### src/hw/axi_port_pkg.sv
/*
 * Slave port definitions for the burst-to-memory bridge.
 * Modules that handle AXI channel fields import this package.
 */
`default_nettype none

package axi_port_pkg;

  // Byte address, beat and ID widths.
  localparam int ADDR_WIDTH = 16;
  localparam int DATA_WIDTH = 32;
  localparam int STRB_WIDTH = DATA_WIDTH / 8;
  localparam int ID_WIDTH   = 4;

  // A burst carries len+1 beats.
  localparam int LEN_WIDTH  = 8;

  // Every beat is full width, so the address steps by one word.
  localparam int WORD_BYTES = DATA_WIDTH / 8;

  // Response codes.
  typedef enum logic [1:0] {
    RESP_OKAY   = 2'b00,
    RESP_SLVERR = 2'b10
  } resp_e;

  // Burst unit state.
  typedef enum logic {
    IDLE  = 1'b0,
    BURST = 1'b1
  } burst_state_e;

endpackage

`default_nettype wire

### src/hw/bank_pkg.sv
/*
 * Bank memory geometry and response buffering limits.
 * Modules on the memory side import this package.
 */
`default_nettype none

package bank_pkg;

  import axi_port_pkg::*;

  // A beat is spread evenly over the banks.
  localparam int NUM_BANKS   = 2;
  localparam int BANK_WIDTH  = DATA_WIDTH / NUM_BANKS;
  localparam int BANK_BYTES  = BANK_WIDTH / 8;

  // Outstanding beats, and metadata FIFO depth.
  localparam int BUF_DEPTH   = 2;
  localparam int TRACK_DEPTH = BUF_DEPTH + 1;

  // Pointer and occupancy widths.
  localparam int BUF_PTR_W   = $clog2(BUF_DEPTH);
  localparam int BUF_CNT_W   = $clog2(BUF_DEPTH + 1);
  localparam int TRACK_PTR_W = $clog2(TRACK_DEPTH);
  localparam int TRACK_CNT_W = $clog2(TRACK_DEPTH + 1);

  typedef logic [BANK_WIDTH-1:0] bank_data_t;
  typedef logic [BANK_BYTES-1:0] bank_strb_t;

endpackage

`default_nettype wire

### src/hw/axi_mem_top.sv
/*
 * Burst slave that turns AXI-style read and write bursts into
 * single-beat requests on NUM_BANKS parallel memory banks.
 */
`timescale 1ns/100ps
`default_nettype none

module axi_mem_top
  import axi_port_pkg::*, bank_pkg::*;
(
  input  wire                                  clk_i,
  input  wire                                  reset_i,
  input  wire                                  aw_valid_i,
  output logic                                 aw_ready_o,
  input  wire  [ADDR_WIDTH-1:0]                aw_addr_i,
  input  wire  [LEN_WIDTH-1:0]                 aw_len_i,
  input  wire  [ID_WIDTH-1:0]                  aw_id_i,
  input  wire                                  w_valid_i,
  output logic                                 w_ready_o,
  input  wire  [DATA_WIDTH-1:0]                w_data_i,
  input  wire  [STRB_WIDTH-1:0]                w_strb_i,
  output logic                                 b_valid_o,
  input  wire                                  b_ready_i,
  output logic [ID_WIDTH-1:0]                  b_id_o,
  output resp_e                                b_resp_o,
  input  wire                                  ar_valid_i,
  output logic                                 ar_ready_o,
  input  wire  [ADDR_WIDTH-1:0]                ar_addr_i,
  input  wire  [LEN_WIDTH-1:0]                 ar_len_i,
  input  wire  [ID_WIDTH-1:0]                  ar_id_i,
  output logic                                 r_valid_o,
  input  wire                                  r_ready_i,
  output logic [DATA_WIDTH-1:0]                r_data_o,
  output logic [ID_WIDTH-1:0]                  r_id_o,
  output logic                                 r_last_o,
  output resp_e                                r_resp_o,
  output logic [NUM_BANKS-1:0]                 bank_req_o,
  input  wire  [NUM_BANKS-1:0]                 bank_gnt_i,
  output logic [NUM_BANKS-1:0][ADDR_WIDTH-1:0] bank_addr_o,
  output bank_data_t [NUM_BANKS-1:0]           bank_wdata_o,
  output bank_strb_t [NUM_BANKS-1:0]           bank_strb_o,
  output logic [NUM_BANKS-1:0]                 bank_we_o,
  input  wire  [NUM_BANKS-1:0]                 bank_rvalid_i,
  input  wire  bank_data_t [NUM_BANKS-1:0]     bank_rdata_i,
  output logic                                 busy_o
);

  // Beat streams out of the burst units.
  logic                  rd_valid, rd_ready, rd_last, rd_in_burst;
  logic                  wr_valid, wr_ready, wr_last, wr_in_burst;
  logic [ADDR_WIDTH-1:0] rd_addr, wr_addr, arb_addr;
  logic [ID_WIDTH-1:0]   rd_id, wr_id, arb_id;
  // Arbitrated stream, fork readiness and memory response.
  logic                  arb_valid, arb_ready, arb_last, arb_write;
  logic                  trk_ready, split_ready, mem_rvalid, trk_busy;
  logic [DATA_WIDTH-1:0] mem_rdata;

  burst_unroll #(.WRITE_SIDE(1'b0)) u_rd_unroll (
    .clk_i, .reset_i,
    .ax_valid_i(ar_valid_i), .ax_ready_o(ar_ready_o), .ax_addr_i(ar_addr_i),
    .ax_len_i(ar_len_i), .ax_id_i(ar_id_i), .w_valid_i(),
    .beat_valid_o(rd_valid), .beat_ready_i(rd_ready), .beat_addr_o(rd_addr),
    .beat_id_o(rd_id), .beat_last_o(rd_last), .in_burst_o(rd_in_burst)
  );

  burst_unroll #(.WRITE_SIDE(1'b1)) u_wr_unroll (
    .clk_i, .reset_i,
    .ax_valid_i(aw_valid_i), .ax_ready_o(aw_ready_o), .ax_addr_i(aw_addr_i),
    .ax_len_i(aw_len_i), .ax_id_i(aw_id_i), .w_valid_i(w_valid_i),
    .beat_valid_o(wr_valid), .beat_ready_i(wr_ready), .beat_addr_o(wr_addr),
    .beat_id_o(wr_id), .beat_last_o(wr_last), .in_burst_o(wr_in_burst)
  );

  rw_arbiter u_arbiter (
    .clk_i, .reset_i,
    .rd_valid_i(rd_valid), .rd_ready_o(rd_ready), .rd_addr_i(rd_addr),
    .rd_id_i(rd_id), .rd_last_i(rd_last), .rd_in_burst_i(rd_in_burst),
    .wr_valid_i(wr_valid), .wr_ready_o(wr_ready), .wr_addr_i(wr_addr),
    .wr_id_i(wr_id), .wr_last_i(wr_last), .wr_in_burst_i(wr_in_burst),
    .out_valid_o(arb_valid), .out_ready_i(arb_ready), .out_addr_o(arb_addr),
    .out_id_o(arb_id), .out_last_o(arb_last), .out_write_o(arb_write)
  );

  // Every branch of the three-way fork sees the same transfer.
  assign arb_ready = trk_ready & split_ready;
  // W data is consumed with its write beat.
  assign w_ready_o = wr_valid & wr_ready;

  resp_tracker u_tracker (
    .clk_i, .reset_i,
    .enq_valid_i(arb_valid & split_ready), .enq_ready_o(trk_ready),
    .enq_id_i(arb_id), .enq_last_i(arb_last), .enq_write_i(arb_write),
    .mem_rvalid_i(mem_rvalid), .mem_rdata_i(mem_rdata),
    .b_valid_o, .b_ready_i, .b_id_o, .b_resp_o,
    .r_valid_o, .r_ready_i, .r_data_o, .r_id_o, .r_last_o, .r_resp_o,
    .busy_o(trk_busy)
  );

  bank_split u_split (
    .clk_i, .reset_i,
    .req_valid_i(arb_valid & trk_ready), .req_ready_o(split_ready),
    .req_addr_i(arb_addr), .req_wdata_i(w_data_i), .req_strb_i(w_strb_i),
    .req_we_i(arb_write), .rvalid_o(mem_rvalid), .rdata_o(mem_rdata),
    .bank_req_o, .bank_gnt_i, .bank_addr_o, .bank_wdata_o, .bank_strb_o,
    .bank_we_o, .bank_rvalid_i, .bank_rdata_i
  );

  // Pending requests, running bursts or beats in flight.
  assign busy_o = aw_valid_i | w_valid_i | ar_valid_i | rd_in_burst | wr_in_burst | trk_busy;

endmodule

`default_nettype wire

### src/hw/bank_split.sv
/*
 * Spreads one full-width memory request over the narrow banks.
 * Each bank has fall-through registers for request and response,
 * and the joined response is valid once every bank has answered.
 */
`timescale 1ns/100ps
`default_nettype none

module bank_split
  import axi_port_pkg::*, bank_pkg::*;
(
  input  wire                                   clk_i,
  input  wire                                   reset_i,
  input  wire                                   req_valid_i,
  output logic                                  req_ready_o,
  input  wire  [ADDR_WIDTH-1:0]                 req_addr_i,
  input  wire  [DATA_WIDTH-1:0]                 req_wdata_i,
  input  wire  [STRB_WIDTH-1:0]                 req_strb_i,
  input  wire                                   req_we_i,
  output logic                                  rvalid_o,
  output logic [DATA_WIDTH-1:0]                 rdata_o,
  output logic [NUM_BANKS-1:0]                  bank_req_o,
  input  wire  [NUM_BANKS-1:0]                  bank_gnt_i,
  output logic [NUM_BANKS-1:0][ADDR_WIDTH-1:0]  bank_addr_o,
  output bank_data_t [NUM_BANKS-1:0]            bank_wdata_o,
  output bank_strb_t [NUM_BANKS-1:0]            bank_strb_o,
  output logic [NUM_BANKS-1:0]                  bank_we_o,
  input  wire  [NUM_BANKS-1:0]                  bank_rvalid_i,
  input  wire  bank_data_t [NUM_BANKS-1:0]      bank_rdata_i
);

  logic [ADDR_WIDTH-1:0] base_addr;
  logic                  req_push;
  logic [NUM_BANKS-1:0]  req_held, resp_held, resp_valid;

  assign base_addr   = req_addr_i & ~ADDR_WIDTH'(STRB_WIDTH - 1);
  // Take a request only when no bank still holds an old one.
  assign req_ready_o = ~(|req_held) & ~(|resp_held);
  assign req_push    = req_valid_i & req_ready_o;
  assign rvalid_o    = &resp_valid;

  for (genvar i = 0; i < NUM_BANKS; i++) begin : gen_bank
    logic                  req_full_q, resp_full_q, we_q;
    logic [ADDR_WIDTH-1:0] addr_in, addr_q;
    bank_data_t            wdata_q, rdata_q;
    bank_strb_t            strb_q;

    assign addr_in = base_addr + ADDR_WIDTH'(i * BANK_BYTES);

    // Request passes through while empty, stays until granted.
    assign req_held[i]     = req_full_q;
    assign bank_req_o[i]   = req_full_q | req_push;
    assign bank_addr_o[i]  = req_full_q ? addr_q : addr_in;
    assign bank_wdata_o[i] = req_full_q ? wdata_q : req_wdata_i[i*BANK_WIDTH +: BANK_WIDTH];
    assign bank_strb_o[i]  = req_full_q ? strb_q : req_strb_i[i*BANK_BYTES +: BANK_BYTES];
    assign bank_we_o[i]    = req_full_q ? we_q : req_we_i;

    // Response waits here for the slower banks.
    assign resp_held[i]  = resp_full_q;
    assign resp_valid[i] = resp_full_q | bank_rvalid_i[i];
    assign rdata_o[i*BANK_WIDTH +: BANK_WIDTH] = resp_full_q ? rdata_q : bank_rdata_i[i];

    always_ff @(posedge clk_i) begin
      if (reset_i) begin
        req_full_q  <= 1'b0;
        resp_full_q <= 1'b0;
      end else begin
        req_full_q  <= bank_req_o[i] & ~bank_gnt_i[i];
        resp_full_q <= resp_valid[i] & ~rvalid_o;
      end
    end

    always_ff @(posedge clk_i) begin
      if (req_push) begin
        addr_q  <= addr_in;
        wdata_q <= req_wdata_i[i*BANK_WIDTH +: BANK_WIDTH];
        strb_q  <= req_strb_i[i*BANK_BYTES +: BANK_BYTES];
        we_q    <= req_we_i;
      end
      if (bank_rvalid_i[i] && !resp_full_q) rdata_q <= bank_rdata_i[i];
    end
  end

endmodule

`default_nettype wire

### src/hw/burst_unroll.sv
/*
 * Unrolls an incrementing address-channel burst into single beats.
 * One instance serves reads, one serves writes (WRITE_SIDE set).
 */
`timescale 1ns/100ps
`default_nettype none

module burst_unroll
  import axi_port_pkg::*;
#(
  parameter bit WRITE_SIDE = 1'b0
) (
  input  wire                   clk_i,
  input  wire                   reset_i,
  input  wire                   ax_valid_i,
  output logic                  ax_ready_o,
  input  wire  [ADDR_WIDTH-1:0] ax_addr_i,
  input  wire  [LEN_WIDTH-1:0]  ax_len_i,
  input  wire  [ID_WIDTH-1:0]   ax_id_i,
  input  wire                   w_valid_i,
  output logic                  beat_valid_o,
  input  wire                   beat_ready_i,
  output logic [ADDR_WIDTH-1:0] beat_addr_o,
  output logic [ID_WIDTH-1:0]   beat_id_o,
  output logic                  beat_last_o,
  output logic                  in_burst_o
);

  burst_state_e          state_q;
  logic [LEN_WIDTH-1:0]  cnt_q;
  logic [ADDR_WIDTH-1:0] addr_q;
  logic [ID_WIDTH-1:0]   id_q;
  logic [ADDR_WIDTH-1:0] next_addr;
  logic                  w_ok;
  logic                  beat_fire;

  // Reads have no data to wait for.
  assign w_ok       = WRITE_SIDE ? w_valid_i : 1'b1;
  assign next_addr  = addr_q + ADDR_WIDTH'(WORD_BYTES);
  assign beat_fire  = beat_valid_o & beat_ready_i;
  assign in_burst_o = (state_q == BURST);

  always_comb begin
    if (state_q == IDLE) begin
      // First beat comes straight from the address channel.
      beat_valid_o = ax_valid_i & w_ok;
      beat_addr_o  = ax_addr_i;
      beat_id_o    = ax_id_i;
      beat_last_o  = (ax_len_i == '0);
    end else begin
      beat_valid_o = w_ok;
      beat_addr_o  = next_addr;
      beat_id_o    = id_q;
      beat_last_o  = (cnt_q == LEN_WIDTH'(1));
    end
  end

  // Address handshake happens with the first beat.
  assign ax_ready_o = (state_q == IDLE) & beat_fire;

  // Counter holds the beats still to come.
  always_ff @(posedge clk_i) begin
    if (reset_i) begin
      state_q <= IDLE;
      cnt_q   <= '0;
    end else if (beat_fire) begin
      if (state_q == IDLE) begin
        cnt_q <= ax_len_i;
        if (ax_len_i != '0) begin
          state_q <= BURST;
        end
      end else begin
        cnt_q <= cnt_q - 1'b1;
        if (cnt_q == LEN_WIDTH'(1)) begin
          state_q <= IDLE;
        end
      end
    end
  end

  // Stored address is word aligned, later beats step from it.
  always_ff @(posedge clk_i) begin
    if (beat_fire) begin
      if (state_q == IDLE) begin
        addr_q <= ax_addr_i & ~ADDR_WIDTH'(WORD_BYTES - 1);
        id_q   <= ax_id_i;
      end else begin
        addr_q <= next_addr;
      end
    end
  end

endmodule

`default_nettype wire

### src/hw/resp_tracker.sv
/*
 * Keeps issued beats in order and pairs them with memory responses.
 * Credits bound the outstanding beats, so responses never overflow.
 * Paired entries leave on B (last write), R (read), or retire quietly.
 */
`timescale 1ns/100ps
`default_nettype none

module resp_tracker
  import axi_port_pkg::*, bank_pkg::*;
(
  input  wire                   clk_i,
  input  wire                   reset_i,
  input  wire                   enq_valid_i,
  output logic                  enq_ready_o,
  input  wire  [ID_WIDTH-1:0]   enq_id_i,
  input  wire                   enq_last_i,
  input  wire                   enq_write_i,
  input  wire                   mem_rvalid_i,
  input  wire  [DATA_WIDTH-1:0] mem_rdata_i,
  output logic                  b_valid_o,
  input  wire                   b_ready_i,
  output logic [ID_WIDTH-1:0]   b_id_o,
  output resp_e                 b_resp_o,
  output logic                  r_valid_o,
  input  wire                   r_ready_i,
  output logic [DATA_WIDTH-1:0] r_data_o,
  output logic [ID_WIDTH-1:0]   r_id_o,
  output logic                  r_last_o,
  output resp_e                 r_resp_o,
  output logic                  busy_o
);

  // Metadata FIFO.
  logic [ID_WIDTH-1:0]    meta_id_q    [TRACK_DEPTH];
  logic                   meta_last_q  [TRACK_DEPTH];
  logic                   meta_write_q [TRACK_DEPTH];
  logic [TRACK_PTR_W-1:0] mwr_ptr_q, mrd_ptr_q;
  logic [TRACK_CNT_W-1:0] mcnt_q;
  // Response data FIFO and credits.
  logic [DATA_WIDTH-1:0]  data_q [BUF_DEPTH];
  logic [BUF_PTR_W-1:0]   dwr_ptr_q, drd_ptr_q;
  logic [BUF_CNT_W-1:0]   dcnt_q, credit_q;
  logic                   enq_fire, head_valid, head_write, head_last, pop;

  function automatic logic [TRACK_PTR_W-1:0] track_next(input logic [TRACK_PTR_W-1:0] p);
    return (p == TRACK_PTR_W'(TRACK_DEPTH - 1)) ? '0 : p + 1'b1;
  endfunction

  function automatic logic [BUF_PTR_W-1:0] buf_next(input logic [BUF_PTR_W-1:0] p);
    return (p == BUF_PTR_W'(BUF_DEPTH - 1)) ? '0 : p + 1'b1;
  endfunction

  // Accept a beat only with room for its metadata and its response.
  assign enq_ready_o = (mcnt_q != TRACK_CNT_W'(TRACK_DEPTH)) & (credit_q != '0);
  assign enq_fire    = enq_valid_i & enq_ready_o;

  // Head of both FIFOs forms one response.
  assign head_valid = (mcnt_q != '0) & (dcnt_q != '0);
  assign head_write = meta_write_q[mrd_ptr_q];
  assign head_last  = meta_last_q[mrd_ptr_q];

  assign b_valid_o = head_valid & head_write & head_last;
  assign b_id_o    = meta_id_q[mrd_ptr_q];
  assign b_resp_o  = RESP_OKAY;
  assign r_valid_o = head_valid & ~head_write;
  assign r_data_o  = data_q[drd_ptr_q];
  assign r_id_o    = meta_id_q[mrd_ptr_q];
  assign r_last_o  = head_last;
  assign r_resp_o  = RESP_OKAY;

  // Inner write beats leave without a channel handshake.
  assign pop    = head_valid & (head_write ? (~head_last | b_ready_i) : r_ready_i);
  assign busy_o = (mcnt_q != '0);

  always_ff @(posedge clk_i) begin
    if (reset_i) begin
      mwr_ptr_q <= '0;
      mrd_ptr_q <= '0;
      mcnt_q    <= '0;
      dwr_ptr_q <= '0;
      drd_ptr_q <= '0;
      dcnt_q    <= '0;
      credit_q  <= BUF_CNT_W'(BUF_DEPTH);
    end else begin
      if (enq_fire) mwr_ptr_q <= track_next(mwr_ptr_q);
      if (mem_rvalid_i) dwr_ptr_q <= buf_next(dwr_ptr_q);
      if (pop) begin
        mrd_ptr_q <= track_next(mrd_ptr_q);
        drd_ptr_q <= buf_next(drd_ptr_q);
      end
      mcnt_q   <= mcnt_q + TRACK_CNT_W'(enq_fire) - TRACK_CNT_W'(pop);
      dcnt_q   <= dcnt_q + BUF_CNT_W'(mem_rvalid_i) - BUF_CNT_W'(pop);
      // A credit returns when its response leaves the buffer.
      credit_q <= credit_q - BUF_CNT_W'(enq_fire) + BUF_CNT_W'(pop);
    end
  end

  // FIFO storage.
  always_ff @(posedge clk_i) begin
    if (enq_fire) begin
      meta_id_q[mwr_ptr_q]    <= enq_id_i;
      meta_last_q[mwr_ptr_q]  <= enq_last_i;
      meta_write_q[mwr_ptr_q] <= enq_write_i;
    end
    if (mem_rvalid_i) data_q[dwr_ptr_q] <= mem_rdata_i;
  end

endmodule

`default_nettype wire

### src/hw/rw_arbiter.sv
/*
 * Picks the read or the write beat stream for the memory side.
 * Selection is combinational and held while the output stalls.
 */
`timescale 1ns/100ps
`default_nettype none

module rw_arbiter
  import axi_port_pkg::*;
(
  input  wire                   clk_i,
  input  wire                   reset_i,
  input  wire                   rd_valid_i,
  output logic                  rd_ready_o,
  input  wire  [ADDR_WIDTH-1:0] rd_addr_i,
  input  wire  [ID_WIDTH-1:0]   rd_id_i,
  input  wire                   rd_last_i,
  input  wire                   rd_in_burst_i,
  input  wire                   wr_valid_i,
  output logic                  wr_ready_o,
  input  wire  [ADDR_WIDTH-1:0] wr_addr_i,
  input  wire  [ID_WIDTH-1:0]   wr_id_i,
  input  wire                   wr_last_i,
  input  wire                   wr_in_burst_i,
  output logic                  out_valid_o,
  input  wire                   out_ready_i,
  output logic [ADDR_WIDTH-1:0] out_addr_o,
  output logic [ID_WIDTH-1:0]   out_id_o,
  output logic                  out_last_o,
  output logic                  out_write_o
);

  // High selects the write side.
  logic sel;
  logic sel_q;
  logic lock_q;

  always_comb begin
    sel = sel_q;
    if (!lock_q) begin
      if (wr_valid_i ^ rd_valid_i) begin
        sel = wr_valid_i;
      end else if (wr_valid_i && rd_valid_i) begin
        // Single or closing write beats go ahead of read bursts.
        if (wr_last_i && !rd_last_i) sel = 1'b1;
        // Then finish whatever burst is already running.
        else if (wr_in_burst_i) sel = 1'b1;
        else if (rd_in_burst_i) sel = 1'b0;
        // Otherwise take turns.
        else sel = ~sel_q;
      end
    end
  end

  assign out_valid_o = sel ? wr_valid_i : rd_valid_i;
  assign out_addr_o  = sel ? wr_addr_i : rd_addr_i;
  assign out_id_o    = sel ? wr_id_i : rd_id_i;
  assign out_last_o  = sel ? wr_last_i : rd_last_i;
  assign out_write_o = sel;
  assign wr_ready_o  = sel & out_ready_i;
  assign rd_ready_o  = ~sel & out_ready_i;

  always_ff @(posedge clk_i) begin
    if (reset_i) begin
      sel_q  <= 1'b0;
      lock_q <= 1'b0;
    end else begin
      sel_q <= sel;
      // Hold the choice from a stalled offer until it transfers.
      if (lock_q) begin
        if (out_valid_o && out_ready_i) lock_q <= 1'b0;
      end else if (out_valid_o && !out_ready_i) begin
        lock_q <= 1'b1;
      end
    end
  end

endmodule

`default_nettype wire

### config.mk
export PLATFORM = sky130hd
export DESIGN_NAME = axi_mem_top
export DESIGN_NICKNAME = d
export VERILOG_FILES = /design/src/hw/axi_port_pkg.sv /design/src/hw/bank_pkg.sv /design/src/hw/axi_mem_top.sv /design/src/hw/bank_split.sv /design/src/hw/burst_unroll.sv /design/src/hw/resp_tracker.sv /design/src/hw/rw_arbiter.sv
export SDC_FILE = /design/constraint.sdc
export NUM_CORES = 1
export LEC_CHECK = 0
export ABC_CLOCK_PERIOD_IN_PS = 3700
export BUFFER_PORTS_ARGS = -buffer_cell sky130_fd_sc_hd__buf_2
export CORE_ASPECT_RATIO = 0.5
export CORE_MARGIN = 1.5
export CORE_UTILIZATION = 50
export DETAILED_ROUTE_END_ITERATION = 10
export HOLD_SLACK_MARGIN = 0.1
export PLACE_DENSITY = 0.76
export SYNTH_ARGS = -nofsm -noshare
export SYNTH_HDL_FRONTEND = slang
export SYNTH_SLANG_ARGS = --single-unit
### constraint.sdc
create_clock -name clk_i -period 3.7 [get_ports clk_i]
set_clock_uncertainty 0.15 [all_clocks]
set_input_delay 0.37 -clock clk_i [delete_from_list [all_inputs] [get_ports clk_i]]
set_output_delay 0.37 -clock clk_i [all_outputs]
set_load 0.005 [all_outputs]
## Word level (Yosys, flattened, before mapping)

Memories as Yosys holds them, arrays and structs flattened. A register that Yosys moved wholly into a read port is not among the register bits.
Cells that the tools add are included.

- Register bits: 175
- Latch bits: 0
- Memory bits (writable): 82
- ROM bits: 0
- Memories kept: 4

- Add/sub/neg operators: 15
- $mul: 0
- Divide/modulo/power cells: 0
- $lt $le $gt $ge: 0
- Equal/unequal tests: 5
- Shift operators: 0
- Mux-type cells: 58
- Bitwise operators: 45
- Reduce and logical (&&, ||, !) cells: 20

Memories:

| memory | depth | bits a word | rd ports | clocked after memory_dff | wr ports | RTL line | RTL |
|---|---|---|---|---|---|---|---|
| u_tracker.data_q | 2 | 32 | 1 | 1 | 1 | resp_tracker.sv:41 | `logic [DATA_WIDTH-1:0] data_q [BUF_DEPTH];` |
| u_tracker.meta_id_q | 3 | 4 | 1 | 1 | 1 | resp_tracker.sv:35 | `logic [ID_WIDTH-1:0] meta_id_q [TRACK_DEPTH];` |
| u_tracker.meta_last_q | 3 | 1 | 1 | 1 | 1 | resp_tracker.sv:36 | `logic meta_last_q [TRACK_DEPTH];` |
| u_tracker.meta_write_q | 3 | 1 | 1 | 1 | 1 | resp_tracker.sv:37 | `logic meta_write_q [TRACK_DEPTH];` |

Operator list:

| kind | count |
|---|---|
| 16-bit 2-to-1 mux | 11 |
| 16-bit by 3-bit adder with 16-bit output, second input constant | 2 |
| 1-bit 2-to-1 mux | 32 |
| 1-bit bitwise AND | 23 |
| 2-bit 2-to-1 mux | 10 |
| 16-bit by 2-bit adder with 16-bit output, second input constant | 1 |
| 8-bit by 1-bit equality test with 1-bit output, second input constant | 2 |
| 8-bit zero test | 2 |
| 8-bit 2-to-1 mux | 2 |
| 8-bit nonzero test | 2 |
| 8-bit by 1-bit subtractor with 8-bit output, second input constant | 2 |
| 4-bit 2-to-1 mux | 3 |
| 1-bit NOT | 11 |
| 1-bit bitwise OR | 10 |
| 2-bit by 1-bit adder with 2-bit output | 3 |
| 1-bit logical AND | 6 |
| 2-bit nonzero test | 3 |
| 2-bit by 1-bit subtractor with 2-bit output | 3 |
| 2-bit by 1-bit adder with 2-bit output, second input constant | 2 |
| 2-bit equality test, second input constant | 2 |
| 1-bit zero test | 4 |
| 2-bit OR reduction | 2 |
| 1-bit adder, second input constant | 2 |
| 2-bit != test, second input constant | 1 |
| other kinds (2) | 2 |

## Longest topological paths before layout

Gate-level depths: netlist of the first run.

- Depth after elaboration: 13
- Gate-level depth with buffers: 15
- Gate-level depth less buffers: 14

## Hierarchy

Synthesis of the first run repeated with hierarchy kept, for this count alone.

- Cell total of the unflattened synthesis: 822
- Area total of the unflattened synthesis: 11523.6 um^2

By module, submodules not included:

| module | times used | cells each | area each (um^2) | sequential area each (um^2) |
|---|---|---|---|---|
| bank_split | 1 | 220 | 3968.8 | 2572.5 |
| resp_tracker | 1 | 219 | 3757.4 | 2762.6 |
| burst_unroll at u_wr_unroll | 1 | 162 | 1626.6 | 720.7 |
| burst_unroll at u_rd_unroll | 1 | 164 | 1586.5 | 720.7 |
| rw_arbiter | 1 | 50 | 545.5 | 40.0 |
| axi_mem_top | 1 | 7 | 38.8 | 0.0 |

## Worst setup path before layout of the first run

Ideal clock, no wire load.

- Path type: register to register
- Start point: register u_wr_unroll.state_q (netlist: u_wr_unroll.in_burst_o)
- End point: register u_wr_unroll.addr_q[10], enable pin
- Arrival: 2614 ps
- Required time: 3176 ps
- Setup slack: 562 ps
- Stages on the path, launching flop included: 13
- Cells stage by stage: dfxtp_1 clkbuf_1 o21a_1 ha_1 o21ba_2 and2_1 and3_1 a21oi_4 inv_2 buf_6 buf_2 nand2_1 inv_1

- Word-level cells in the longest chain between the ends: 8
- Elaborated cells on any way between the ends: 12

RTL lines:

| element | RTL line | RTL |
|---|---|---|
| start, declared | burst_unroll.sv:29 | `burst_state_e state_q;` |
| start signal, assigned | burst_unroll.sv:64 | `state_q <= IDLE;` |
| start signal, assigned | burst_unroll.sv:70 | `state_q <= BURST;` |
| start signal, assigned | burst_unroll.sv:75 | `state_q <= IDLE;` |
| 1-bit 2-to-1 mux | burst_unroll.sv:44 | `if (state_q == IDLE) begin` |
| 1-bit logical AND | rw_arbiter.sv:45 | `if (wr_last_i && !rd_last_i) sel = 1'b1;` |
| 1-bit 2-to-1 mux | rw_arbiter.sv:45 |  |
| 1-bit 2-to-1 mux | rw_arbiter.sv:43 | `end else if (wr_valid_i && rd_valid_i) begin` |
| 1-bit 2-to-1 mux | rw_arbiter.sv:41 | `if (wr_valid_i ^ rd_valid_i) begin` |
| 1-bit 2-to-1 mux | rw_arbiter.sv:40 | `if (!lock_q) begin` |
| 1-bit bitwise AND | rw_arbiter.sv:60 | `assign wr_ready_o = sel & out_ready_i;` |
| 1-bit bitwise AND (*) | n/a |  |
| via w_ready_o | axi_mem_top.sv:19 | `output logic w_ready_o,` |
| end signal, assigned | burst_unroll.sv:85 | `addr_q <= ax_addr_i & ~ADDR_WIDTH'(WORD_BYTES - 1);` |
| end signal, assigned | burst_unroll.sv:88 | `addr_q <= next_addr;` |
| end, declared | burst_unroll.sv:31 | `logic [ADDR_WIDTH-1:0] addr_q;` |

Mark *: on every way through the listed nets, which the timed path passes. The rest lies on a longest branch.
A chain may end at the register's enable or synchronous reset.

==> out/qor.csv, run 1 <==
metric,value,unit
synth_edf_count,201,
wl_per_cell,17.71,um
die_y,108.9,um
max_freq,278.8,MHz
path_clk_slew,0.06,ns
whs_path_depth,3,
core_area,21820,sq um
async_reset_ff_frac,0,
maxSlewViolCount,0,
ff2ff_path_depth,11,
fp.dieW,214.7,um
period_needed,3.587,ns
r2r-end,u_tracker.dcnt_q[1]$_SDFF_PP0_,
antenna_cells,0,
power.leakage,5.633,nW
clkPwrFrac,0.246,
powerDensity,645.3,nW/um^2
p_int,0.006461,W
tightest_slew,1.218,ns
h-tree-depth,1,
grt_pass1_vias,8127,
worstSetupEndpointType,primary output,
regToRegSetupSlack,0.44,ns
hold_violations,0,
rows,38,
period_share,0.9695,
area_delta_synth_final,30.50,%
relSlewSlack,0.1880,
start_util,0.5135,
antenna_found_initial,0,
cap_violations,0,
antenna_left,0,
setup_viol,0,
path_class,reg2out,
seqPwrFrac,0.417,
ys_top_cells_by_count,"201 x edfxtp_1, 140 x mux2_2, 64 x nor2_1",
yosysUniqueCellTypes,59,
synth_ff_type,edfxtp_1,
fin_ws,0.1128,ns
cts_buffer_depth,3,
clock_latency,0.51,ns
irDropWorstVdd,0.3534,mV
synth_top_area_frac,0.5386,
grtUsageTotal,0.2241,
io_pins,258,
rsz0062_at_grt,no,
drt_iter0_markers,710,
grt_max_degree,55,
yosysMostFrequentCell,edfxtp_1,
dieArea,23370,sq um
vias,8117,
grt_pass1_wl,41.66,mm
required,3.18,ns
syn-cell-area,11210,sq um
drc,0,
synth_area_leaders,"edfxtp_1 54%, mux2_2 14%, dfxtp_1 7.0%",
hpwl,16.90,mm
worstHoldPathType,in2reg,
synth_top_area_cell,edfxtp_1,
cts_tree,built,
syn_area_per_cell,13.12,sq um
numCtsBuffers,22,
root_buffer,clkbuf_16,
worstHoldStart,aw_len_i[3],
firstDrtPassIters,5,
holdPathEnd,u_wr_unroll.cnt_q[3]$_SDFFE_PP0P_,
gr-total-overflow,0,
switching_share,0.3153,
synth-seq-cells,240,
routed_wl,26.85,mm
switchingPower,0.002975,W
final_nets,1346,
drive_above_1_share,0.3882,
fin_tns_setup,0,ns
run_status,"complete, no violations",
critPathArrivalTime,3.07,ns
yosysWarnings,0,
synth_seq_area_share,0.6083,
vias_per_cell,5.354,
routabilityCongestion,0.8746,
numPortBuffers,245,
pre_cts_slack,0.2810,ns
critPathMaxFanout,7,
comb_power_share,0.337,
startpoint_type,flop,
synthCells,854,
clock_sinks,240,
[layout make-up]
cell class / count / area [sq um]
fill: 1528 / 7199
sequential: 240 / 6823
multi-input combinational: 531 / 4079
timing repair buffer: 373 / 2491
clock buffer: 31 / 625.6
tap: 300 / 375.4
inverter: 32 / 122.6
clock inverter: 9 / 107.6
[worst max-delay path: stages, from the launching register on]
cell and delay (ns):
dfxtp_4 0.38, nor2_4 0.13, inv_2 0.07, ha_4 0.29
inv_1 0.07, o32ai_2 0.28, nor2_1 0.14, a21oi_4 0.16
inv_4 0.07, bufbuf_16 0.28, mux2_4 0.31, mux2_2 0.27
buf_2 0.13
[flip-flops by register name (all words and copies together) (netlist names), 3 cells and up, named ones only]
register / flops
u_tracker.data_q: 64
u_split.gen_bank.rdata_q: 32
u_split.gen_bank.wdata_q: 32
u_rd_unroll.addr_q: 14
u_split.gen_bank.addr_q: 14
u_wr_unroll.addr_q: 14
u_tracker.meta_id_q: 12
u_rd_unroll.cnt_q: 8
u_wr_unroll.cnt_q: 8
u_rd_unroll.id_q: 4
u_split.gen_bank.strb_q: 4
u_wr_unroll.id_q: 4
u_tracker.meta_last_q: 3
u_tracker.meta_write_q: 3
[layout by cell type, fill, tap and decap left out, drive strengths merged, types with 8 or more instances in the layout]
| master | n |
|---|---|
| mux2i | 20 |
| nor3 | 11 |
| conb | 8 |
| inv | 32 |
| dlygate4sd3 | 105 |
| buf | 267 |
| nor2b | 11 |
| mux2 | 149 |
| nor2 | 64 |
| nand2 | 46 |
| ha | 11 |
| clkbuf | 31 |
| nor4 | 10 |
| xnor2 | 14 |
| nand3 | 14 |
| and3 | 9 |
| xor2 | 13 |
| o21ai | 32 |
| edfxtp | 201 |
| dfxtp | 39 |
| a21oi | 43 |
| a31oi | 8 |
[logic make-up (layout without fill, tap and decap cells)]
logic type,after synthesis,after routing,synth area share
other,2,8,0.0006702
AOI/OAI and AO/OA,120,120,0.06856
muxes,169,169,0.1699
and+or+nand+nor,196,196,0.08419
adders and majority gates,11,11,0.01228
xor gates and xnor gates,27,27,0.02110
DFF,240,240,0.6083
buffers and inverters,89,445,0.03495
[stage by stage]
| step | hold slack [ns] | area [sq um] | utilization | std cells | total power, W |
|---|---|---|---|---|---|
| 2_1_floorplan | 0.2985 | 11230 | - | 860 | 0.005825 |
| 4_1_cts | 0.1023 | 14580 | 0.6683 | 1515 | 0.009438 |
| 3_3_place_gp | 0.3101 | 12730 | 0.5835 | 1367 | 0.006801 |
| 5_1_grt | 0.1259 | 14620 | 0.6701 | 1516 | 0.009914 |
| 3_5_place_dp | 0.3292 | 12730 | 0.5835 | 1367 | 0.006913 |
| 6_report | 0.1201 | 14620 | 0.6701 | 1516 | 0.009436 |
[power by group through the flow]
stage | Clock (W) | Sequential (W) | Combinational [W]
after CTS | 0.00237 | 0.00391 | 0.00315
after global placement | 0 | 0.00393 | 0.00287
after floorplan | 0 | 0.00387 | 0.00196
final | 0.00232 | 0.00393 | 0.00318
after global routing | 0.00246 | 0.00399 | 0.00347
after detailed placement | 0 | 0.00397 | 0.00295
[how the worst max path moves through the flow]
stage	from	endpoint	slack, ns
after global placement	aw_valid_i	u_split.gen_bank[1].addr_q[5]$_DFFE_PP_	0.40
after global routing	u_rd_unroll.in_burst_o$_SDFFE_PP0P_	bank_addr_o[26]	0.01
final	u_rd_unroll.in_burst_o$_SDFFE_PP0P_	bank_addr_o[26]	0.11
after detailed placement	aw_valid_i	u_split.gen_bank[1].addr_q[6]$_DFFE_PP_	0.28
after CTS	u_rd_unroll.in_burst_o$_SDFFE_PP0P_	bank_addr_o[10]	0.003
after floorplan	u_wr_unroll.in_burst_o$_SDFFE_PP0P_	u_wr_unroll.addr_q[10]$_DFFE_PP_	0.56
[what timing repair did]
| item | in CTS | in global routing |
|---|---|---|
| pin swaps | 0 | 2 |
| buffers inserted | 2 | 1 |
| resized for setup | 4 | 9 |
| hold buffers | 105 | 0 |
| endpoints found under the setup margin | 22 | 18 |
| cloned | 1 | 0 |
| endpoints found under the hold margin | 168 | 0 |
[layer usage]
metal,up-vias,share of wire,GRT usage
met4,0,0.028,0.07294
met3,56,0.041,0.03849
met1,3962,0.42,0.2812
met2,244,0.51,0.3999
met5,-,0,0
li1,3855,-,-
Power figures use the tool's default switching activity.
==> run 2: changes to the inputs <==
SYNTH_HIERARCHICAL = 1   (was unset)
==> run 2 against run 1 <==
- the flow now finishes with violations (negative setup slack)
- design area grew 4.0%
- synthesized cell count shrank 4.4%
- combinational power grew 13%
- worst setup slack lost 0.25 ns
- synthesized area grew 2.4%
- fmax shrank 6.4%
- via count shrank 0.57%
- non-clock buffer count grew 15
- critical path depth shrank 2
- critical endpoint is now bank_addr_o[9]
==> out/qor.csv, run 2 <==
metric,value,unit,change
run_status,finished with violations,,"was complete, no violations"
violations,negative setup slack,,
tightest_slew,1.001,ns,was 1.218 ns
max_stage_delay,0.55,ns,was 0.38 ns
synthCells,816,,was 854
largest_registers,"u_tracker/data_q x64, u_split/gen_bank.rdata_q x32, u_split/gen_bank.wdata_q x32",,"was u_tracker.data_q x64, u_split.gen_bank.rdata_q x32, u_split.gen_bank.wdata_q x32"
final_common_cell,buf_2,,unchanged
worstSetupEndpointType,primary output,,unchanged
grtUsageTotal,0.2281,,was 0.2241
largest_reg_flops,64,,unchanged
regToRegSetupSlack,0.17,ns,was 0.44 ns
seqPwrFrac,0.390,,was 0.417
power.leakage,5.903,nW,was 5.633 nW
cpLargestDelayFamily,simple AND/OR/NAND/NOR gates,,was buffers and inverters
clock_latency,0.51,ns,about the same
wl_per_cell,18.80,um,was 17.71 um
routabilityCongestion,0.8521,,was 0.8746
fp.dieW,217.3,um,was 214.7 um
rsz0062_at_grt,yes,,was no
core_area,22110,sq um,was 21820 sq um
powerDensity,656.3,nW/um^2,was 645.3 nW/um^2
vias_per_cell,5.374,,was 5.354
grt_pass1_vias,8122,,was 8127
p_int,0.006965,W,was 0.006461 W
required,3.18,ns,about the same
layoutNonFillerInstCount,1502,,was 1516
path_clk_slew,0.06,ns,about the same
grt_max_degree,44,,was 55
cts_tree,built,,unchanged
gr-total-overflow,0,,unchanged
period_needed,3.834,ns,was 3.587 ns
crit_path_start,u_wr_unroll/cnt_q[5]$_SDFFE_PP0P_,,was u_rd_unroll.in_burst_o$_SDFFE_PP0P_
numCtsBuffers,22,,unchanged
comb_power_share,0.359,,was 0.337
grt_pass1_wl,42.64,mm,was 41.66 mm
power,0.009978,W,was 0.009436 W
setup_viol,31,,was 0
drc,0,,unchanged
regMostFlops,u_tracker/data_q,,was u_tracker.data_q
fin_tns_setup,-3.620,ns,was 0 ns
syn-cell-area,11480,sq um,was 11210 sq um
cp_cell_sequence,or4_4 -> o41ai_4 -> nand2b_4 -> nor4b_4 -> nor3_4 -> buf_4 -> buf_16 -> mux2_4 -> mux2_2 -> buf_2,,was nor2_4 -> inv_2 -> ha_4 -> inv_1 -> o32ai_2 -> nor2_1 -> a21oi_4 -> inv_4 -> bufbuf_16 -> mux2_4 -> mux2_2 -> buf_2
dieArea,23920,sq um,was 23370 sq um
place_inst,1341,,was 1367
h-tree-depth,1,,unchanged
firstDrtPassIters,5,,unchanged
cap_violations,0,,unchanged
critPathArrivalTime,3.31,ns,was 3.07 ns
root_buffer,clkbuf_16,,unchanged
crit_buf_inv,3,,was 5
fin_util,0.6877,,was 0.6701
relSlewSlack,0.3309,,was 0.1880
syn_area_per_cell,14.06,sq um,was 13.12 sq um
hpwl,18.17,mm,was 16.90 mm
clock_sinks,240,,unchanged
start_util,0.5191,,was 0.5135
switchingPower,0.003013,W,was 0.002975 W
worstReg2RegStart,u_wr_unroll/cnt_q[5]$_SDFFE_PP0P_,,
path_class,reg2out,,unchanged
r2r-end,u_tracker/credit_q[1]$_SDFF_PP1_,,was u_tracker.dcnt_q[1]$_SDFF_PP0_
clkPwrFrac,0.251,,was 0.246
drive_above_1_share,0.4437,,was 0.3882
die_y,110.1,um,was 108.9 um
drt_iter0_markers,723,,was 710
irDropWorstVdd,0.3177,mV,was 0.3534 mV
max_freq,260.8,MHz,was 278.8 MHz
rows,38,,unchanged
hold_violations,0,,unchanged
worstHoldPathType,in2reg,,unchanged
switching_share,0.3019,,was 0.3153
maxSlewViolCount,0,,unchanged
io_pins,258,,unchanged
cp_slowest_cell,or4_4,,was dfxtp_4
area_delta_synth_final,32.48,%,was 30.50%
cp.depth,10,,was 12
antenna_left,0,,unchanged
ff2ff_path_depth,15,,was 11
period_share,1.036,,was 0.9695
antenna_found_initial,2,,was 0
startpoint_type,flop,,unchanged
vias,8071,,was 8117
final_nets,1332,,was 1346
routed_wl,28.24,mm,was 26.85 mm
yosysWarnings,6,,was 0
cts_buffer_depth,3,,unchanged
crit_end,bank_addr_o[9],,was bank_addr_o[26]
critPathMaxFanout,7,,unchanged
numPortBuffers,245,,unchanged
layout_common_cells,"232 x buf_2, 201 x edfxtp_1, 130 x mux2_2",,"was 245 x buf_2, 201 x edfxtp_1, 140 x mux2_2"
fin_ws,-0.1339,ns,was 0.1128 ns
-- run 2: power groups by stage --
stage	Sequential (W)	Clock [W]	Combinational (W)
2_1_floorplan	0.00383	0	0.00207
3_3_place_gp	0.00389	0	0.00295
3_5_place_dp	0.00392	0	0.00302
4_1_cts	0.00387	0.00255	0.00345
5_1_grt	0.00394	0.00265	0.00386
6_report	0.00389	0.00251	0.00358
-- run 2: per-layer routing --
metal | track usage | wire length, um | vias to the layer above
li1 | - | - | 3792
met4 | 0.06200 | 648 | 0
met3 | 0.03676 | 1288 | 54
met5 | 0 | 0 | -
met1 | 0.2902 | 11750 | 3984
met2 | 0.4101 | 14550 | 241
-- run 2: repair_timing --
item / CTS / global route
hold endpoints to repair: 162 / 0
pin swaps: 6 / 6
setup endpoints to repair: 33 / 34
setup buffers: 12 / 8
hold buffers: 99 / 0
gates cloned: 2 / 0
gates resized for setup: 30 / 21
-- run 2: worst reg2reg max path, delay by kind of cell, from the launching register on --
kind            cells  cell delay (ns)
flops               1             0.36
buf+inv             3             0.34
simple gates        6             1.13
xor+xnor            2             0.34
compound gates      2             0.64
fa+ha+maj           2             0.47
-- run 2: final cells by class --
type / count / area (sq um)
diodes: 3 / 7.507
clock buffers: 27 / 600.6
clock inverters: 12 / 186.4
fillers: 1528 / 6905
inverters: 23 / 88.84
multi-input cells: 509 / 4395
flip-flops and latches: 240 / 6830
well taps: 300 / 375.4
repair buffers: 388 / 2719
-- run 2: how the worst min path moves through the flow --
stage | depth (start not counted) | slack [ns] | endpoint | startpoint
after global placement | 2 | 0.31 | u_tracker/mwr_ptr_q[1]$_SDFFE_PP0P_ | u_tracker/mwr_ptr_q[1]$_SDFFE_PP0P_
after CTS | 3 | 0.10 | u_wr_unroll/addr_q[11]$_DFFE_PP_ | aw_addr_i[11]
after floorplan | 1 | 0.30 | u_split/gen_bank[0].resp_full_q$_SDFF_PP0_ | bank_rvalid_i[1]
after detailed placement | 2 | 0.34 | u_tracker/mwr_ptr_q[0]$_SDFFE_PP0P_ | u_tracker/mwr_ptr_q[0]$_SDFFE_PP0P_
final | 3 | 0.12 | u_wr_unroll/addr_q[14]$_DFFE_PP_ | aw_addr_i[14]
after global routing | 3 | 0.12 | u_wr_unroll/addr_q[6]$_DFFE_PP_ | aw_addr_i[6]
-- run 2: per-stage QoR --
step | setup slack [ns] | cell area (sq um) | hold WS, ns
after floorplan | 0.002856 | 11560 | 0.2970
after global placement | 0.1884 | 13000 | 0.3062
after detailed placement | 0.06597 | 13000 | 0.3379
after CTS | -0.04461 | 15070 | 0.1033
after global routing | -0.2169 | 15200 | 0.1249
final | -0.1339 | 15200 | 0.1234
==> run 3: changes to the inputs <==
CORE_UTILIZATION = 55   (was 50)
PLACE_DENSITY = 0.82   (was 0.76)
==> run 3 against run 2 <==
- the run ends with design-rule violations, negative setup slack left
- die area down 8.9%
- register-to-register slack better by 0.11 ns
- total power shrank 0.94%
- largest power group unchanged
- first-iteration DRC count is 8.0% lower
==> out/qor.csv, run 3 (synthesized netlist as in run 2, its figures left out) <==
metric,value,unit,change
layout_common_cells,"232 x buf_2, 201 x edfxtp_1, 132 x mux2_2",,"was 232 x buf_2, 201 x edfxtp_1, 130 x mux2_2"
grt_max_degree,44,,unchanged
largest_registers,"u_tracker/data_q x64, u_split/gen_bank.rdata_q x32, u_split/gen_bank.wdata_q x32",,unchanged
clock_latency,0.51,ns,about the same
clock_sinks,240,,unchanged
maxSlewViolCount,0,,unchanged
path_clk_slew,0.07,ns,was 0.06 ns
drc,8,,was 0
cts_tree,built,,unchanged
area_delta_synth_final,32.29,%,was 32.48%
cp_slowest_cell,dlygate4sd3_1,,was or4_4
critPathArrivalTime,3.26,ns,was 3.31 ns
die_y,105.1,um,was 110.1 um
final_nets,1337,,was 1332
gr-total-overflow,0,,unchanged
vias_per_cell,5.493,,was 5.374
max_stage_delay,0.53,ns,was 0.55 ns
routed_wl,27.86,mm,was 28.24 mm
grt_pass1_wl,43.34,mm,was 42.64 mm
firstDrtPassIters,8,,was 5
start_util,0.5596,,was 0.5191
grtUsageTotal,0.2504,,was 0.2281
irDropWorstVdd,0.4954,mV,was 0.3177 mV
fin_hold_ws,0.1161,ns,was 0.1234 ns
cp_cell_sequence,dlygate4sd3_1 -> buf_2 -> nor4_1 -> a22oi_2 -> nor2_2 -> nand2b_4 -> nor4b_4 -> buf_4 -> buf_4 -> o22ai_4 -> and2_4 -> nor4b_4 -> or2_2 -> buf_2,,was or4_4 -> o41ai_4 -> nand2b_4 -> nor4b_4 -> nor3_4 -> buf_4 -> buf_16 -> mux2_4 -> mux2_2 -> buf_2
relSlewSlack,0.3118,,was 0.3309
numPortBuffers,245,,unchanged
power.leakage,5.895,nW,was 5.903 nW
period_share,1.021,,was 1.036
tightest_slew,1.032,ns,was 1.001 ns
run_status,finished with violations,,unchanged
path_class,in2out,,was reg2out
critPathMaxFanout,3,,was 7
routabilityCongestion,0.8835,,was 0.8521
drive_above_1_share,0.4362,,was 0.4437
drt_iter0_markers,665,,was 723
dpl_cell_area,12960,sq um,was 13000 sq um
rsz0062_at_grt,yes,,unchanged
antenna_left,0,,unchanged
worstHoldPathType,in2reg,,unchanged
cts_buffer_depth,3,,unchanged
vias,8129,,was 8071
stdcell_area,15180,sq um,was 15200 sq um
setup_viol,18,,was 31
numCtsBuffers,23,,was 22
worstSetupEndpointType,primary output,,unchanged
cap_violations,0,,unchanged
regMostFlops,u_tracker/data_q,,unchanged
max_freq,264.7,MHz,was 260.8 MHz
final_common_cell,buf_2,,unchanged
hold_violations,0,,unchanged
core_area,20510,sq um,was 22110 sq um
dieArea,21790,sq um,was 23920 sq um
fin_ws,-0.07845,ns,was -0.1339 ns
startpoint_type,primary input,,was flop
grt_pass1_vias,8199,,was 8122
io_pins,258,,unchanged
rows,37,,was 38
power,0.009884,W,was 0.009978 W
h-tree-depth,1,,unchanged
hpwl,17.67,mm,was 18.17 mm
antenna_found_initial,1,,was 2
largest_reg_flops,64,,unchanged
powerDensity,651.0,nW/um^2,was 656.3 nW/um^2
violations,"design-rule violations, negative setup slack",,was negative setup slack
period_needed,3.778,ns,was 3.834 ns
root_buffer,clkbuf_16,,unchanged
required,3.18,ns,about the same
fp.dieW,207.3,um,was 217.3 um
wl_per_cell,18.82,um,was 18.80 um
-- run 3: timing repair --
item / CTS / global route
gates resized for setup: 29 / 23
setup endpoints to repair: 32 / 34
buffers inserted: 13 / 6
pin swaps: 9 / 7
hold endpoints to repair: 167 / 0
cloned: 1 / 0
hold buffers: 104 / 0
-- run 3: worst max-delay path: cells and delay by family --
kind | cells | cell delay, ns
and+or+nand+nor | 7 | 1.58
buffers and inverters | 5 | 1.09
AOI/OAI and AO/OA | 2 | 0.21
-- run 3: final timing paths --
kind                                                          start                               end  slack [ns]  depth (start not counted)
worst max-delay path                                    ar_len_i[1]                     bank_req_o[1]       -0.08                         14
worst min-delay path                                   ar_addr_i[8]   u_rd_unroll/addr_q[8]$_DFFE_PN_        0.12                          3
worst max register to register  u_rd_unroll/in_burst_o$_SDFFE_PP0N_  u_tracker/credit_q[1]$_SDFF_PP1_        0.28                         18
worst min register to register  u_tracker/mrd_ptr_q[1]$_SDFFE_PP0P_                              flop        0.36                          2
-- run 3: through the flow --
stage               utilization  setup WS (ns)  instances  TNS (ns)
global placement         0.6318         0.2321       1314         0
finish                   0.7403       -0.07845       1480    -1.083
CTS                      0.7329       -0.05054       1474   -0.1925
detailed placement       0.6318         0.1396       1314         0
floorplan                     -       0.002856        821         0
global route             0.7403        -0.1944       1480    -3.772
-- run 3: power by group --
group | internal (W) | switching (W) | total [W]
Combinational | 0.00182 | 0.00168 | 0.00350
Clock | 0.00143 | 0.00103 | 0.00246
Sequential | 0.00361 | 0.000313 | 0.00392
Total | 0.00686 | 0.00302 | 0.00988
-- run 3: metal layers --
| layer | vias up | GRT usage | share of wire |
|---|---|---|---|
| met4 | 0 | 0.06670 | 0.024 |
| met2 | 285 | 0.4382 | 0.50 |
| met5 | - | 0 | 0 |
| li1 | 3812 | - | - |
| met3 | 57 | 0.03727 | 0.054 |
| met1 | 3975 | 0.3284 | 0.42 |
-- run 3: final cells by class --
type / count / area, sq um
clock buffers: 27 / 590.6
repair buffers: 392 / 2731
inverters: 23 / 88.84
flip-flops and latches: 240 / 6824
well taps: 273 / 341.6
fillers: 1271 / 5326
multi-input cells: 509 / 4412
clock inverters: 15 / 191.4
diodes: 1 / 2.502
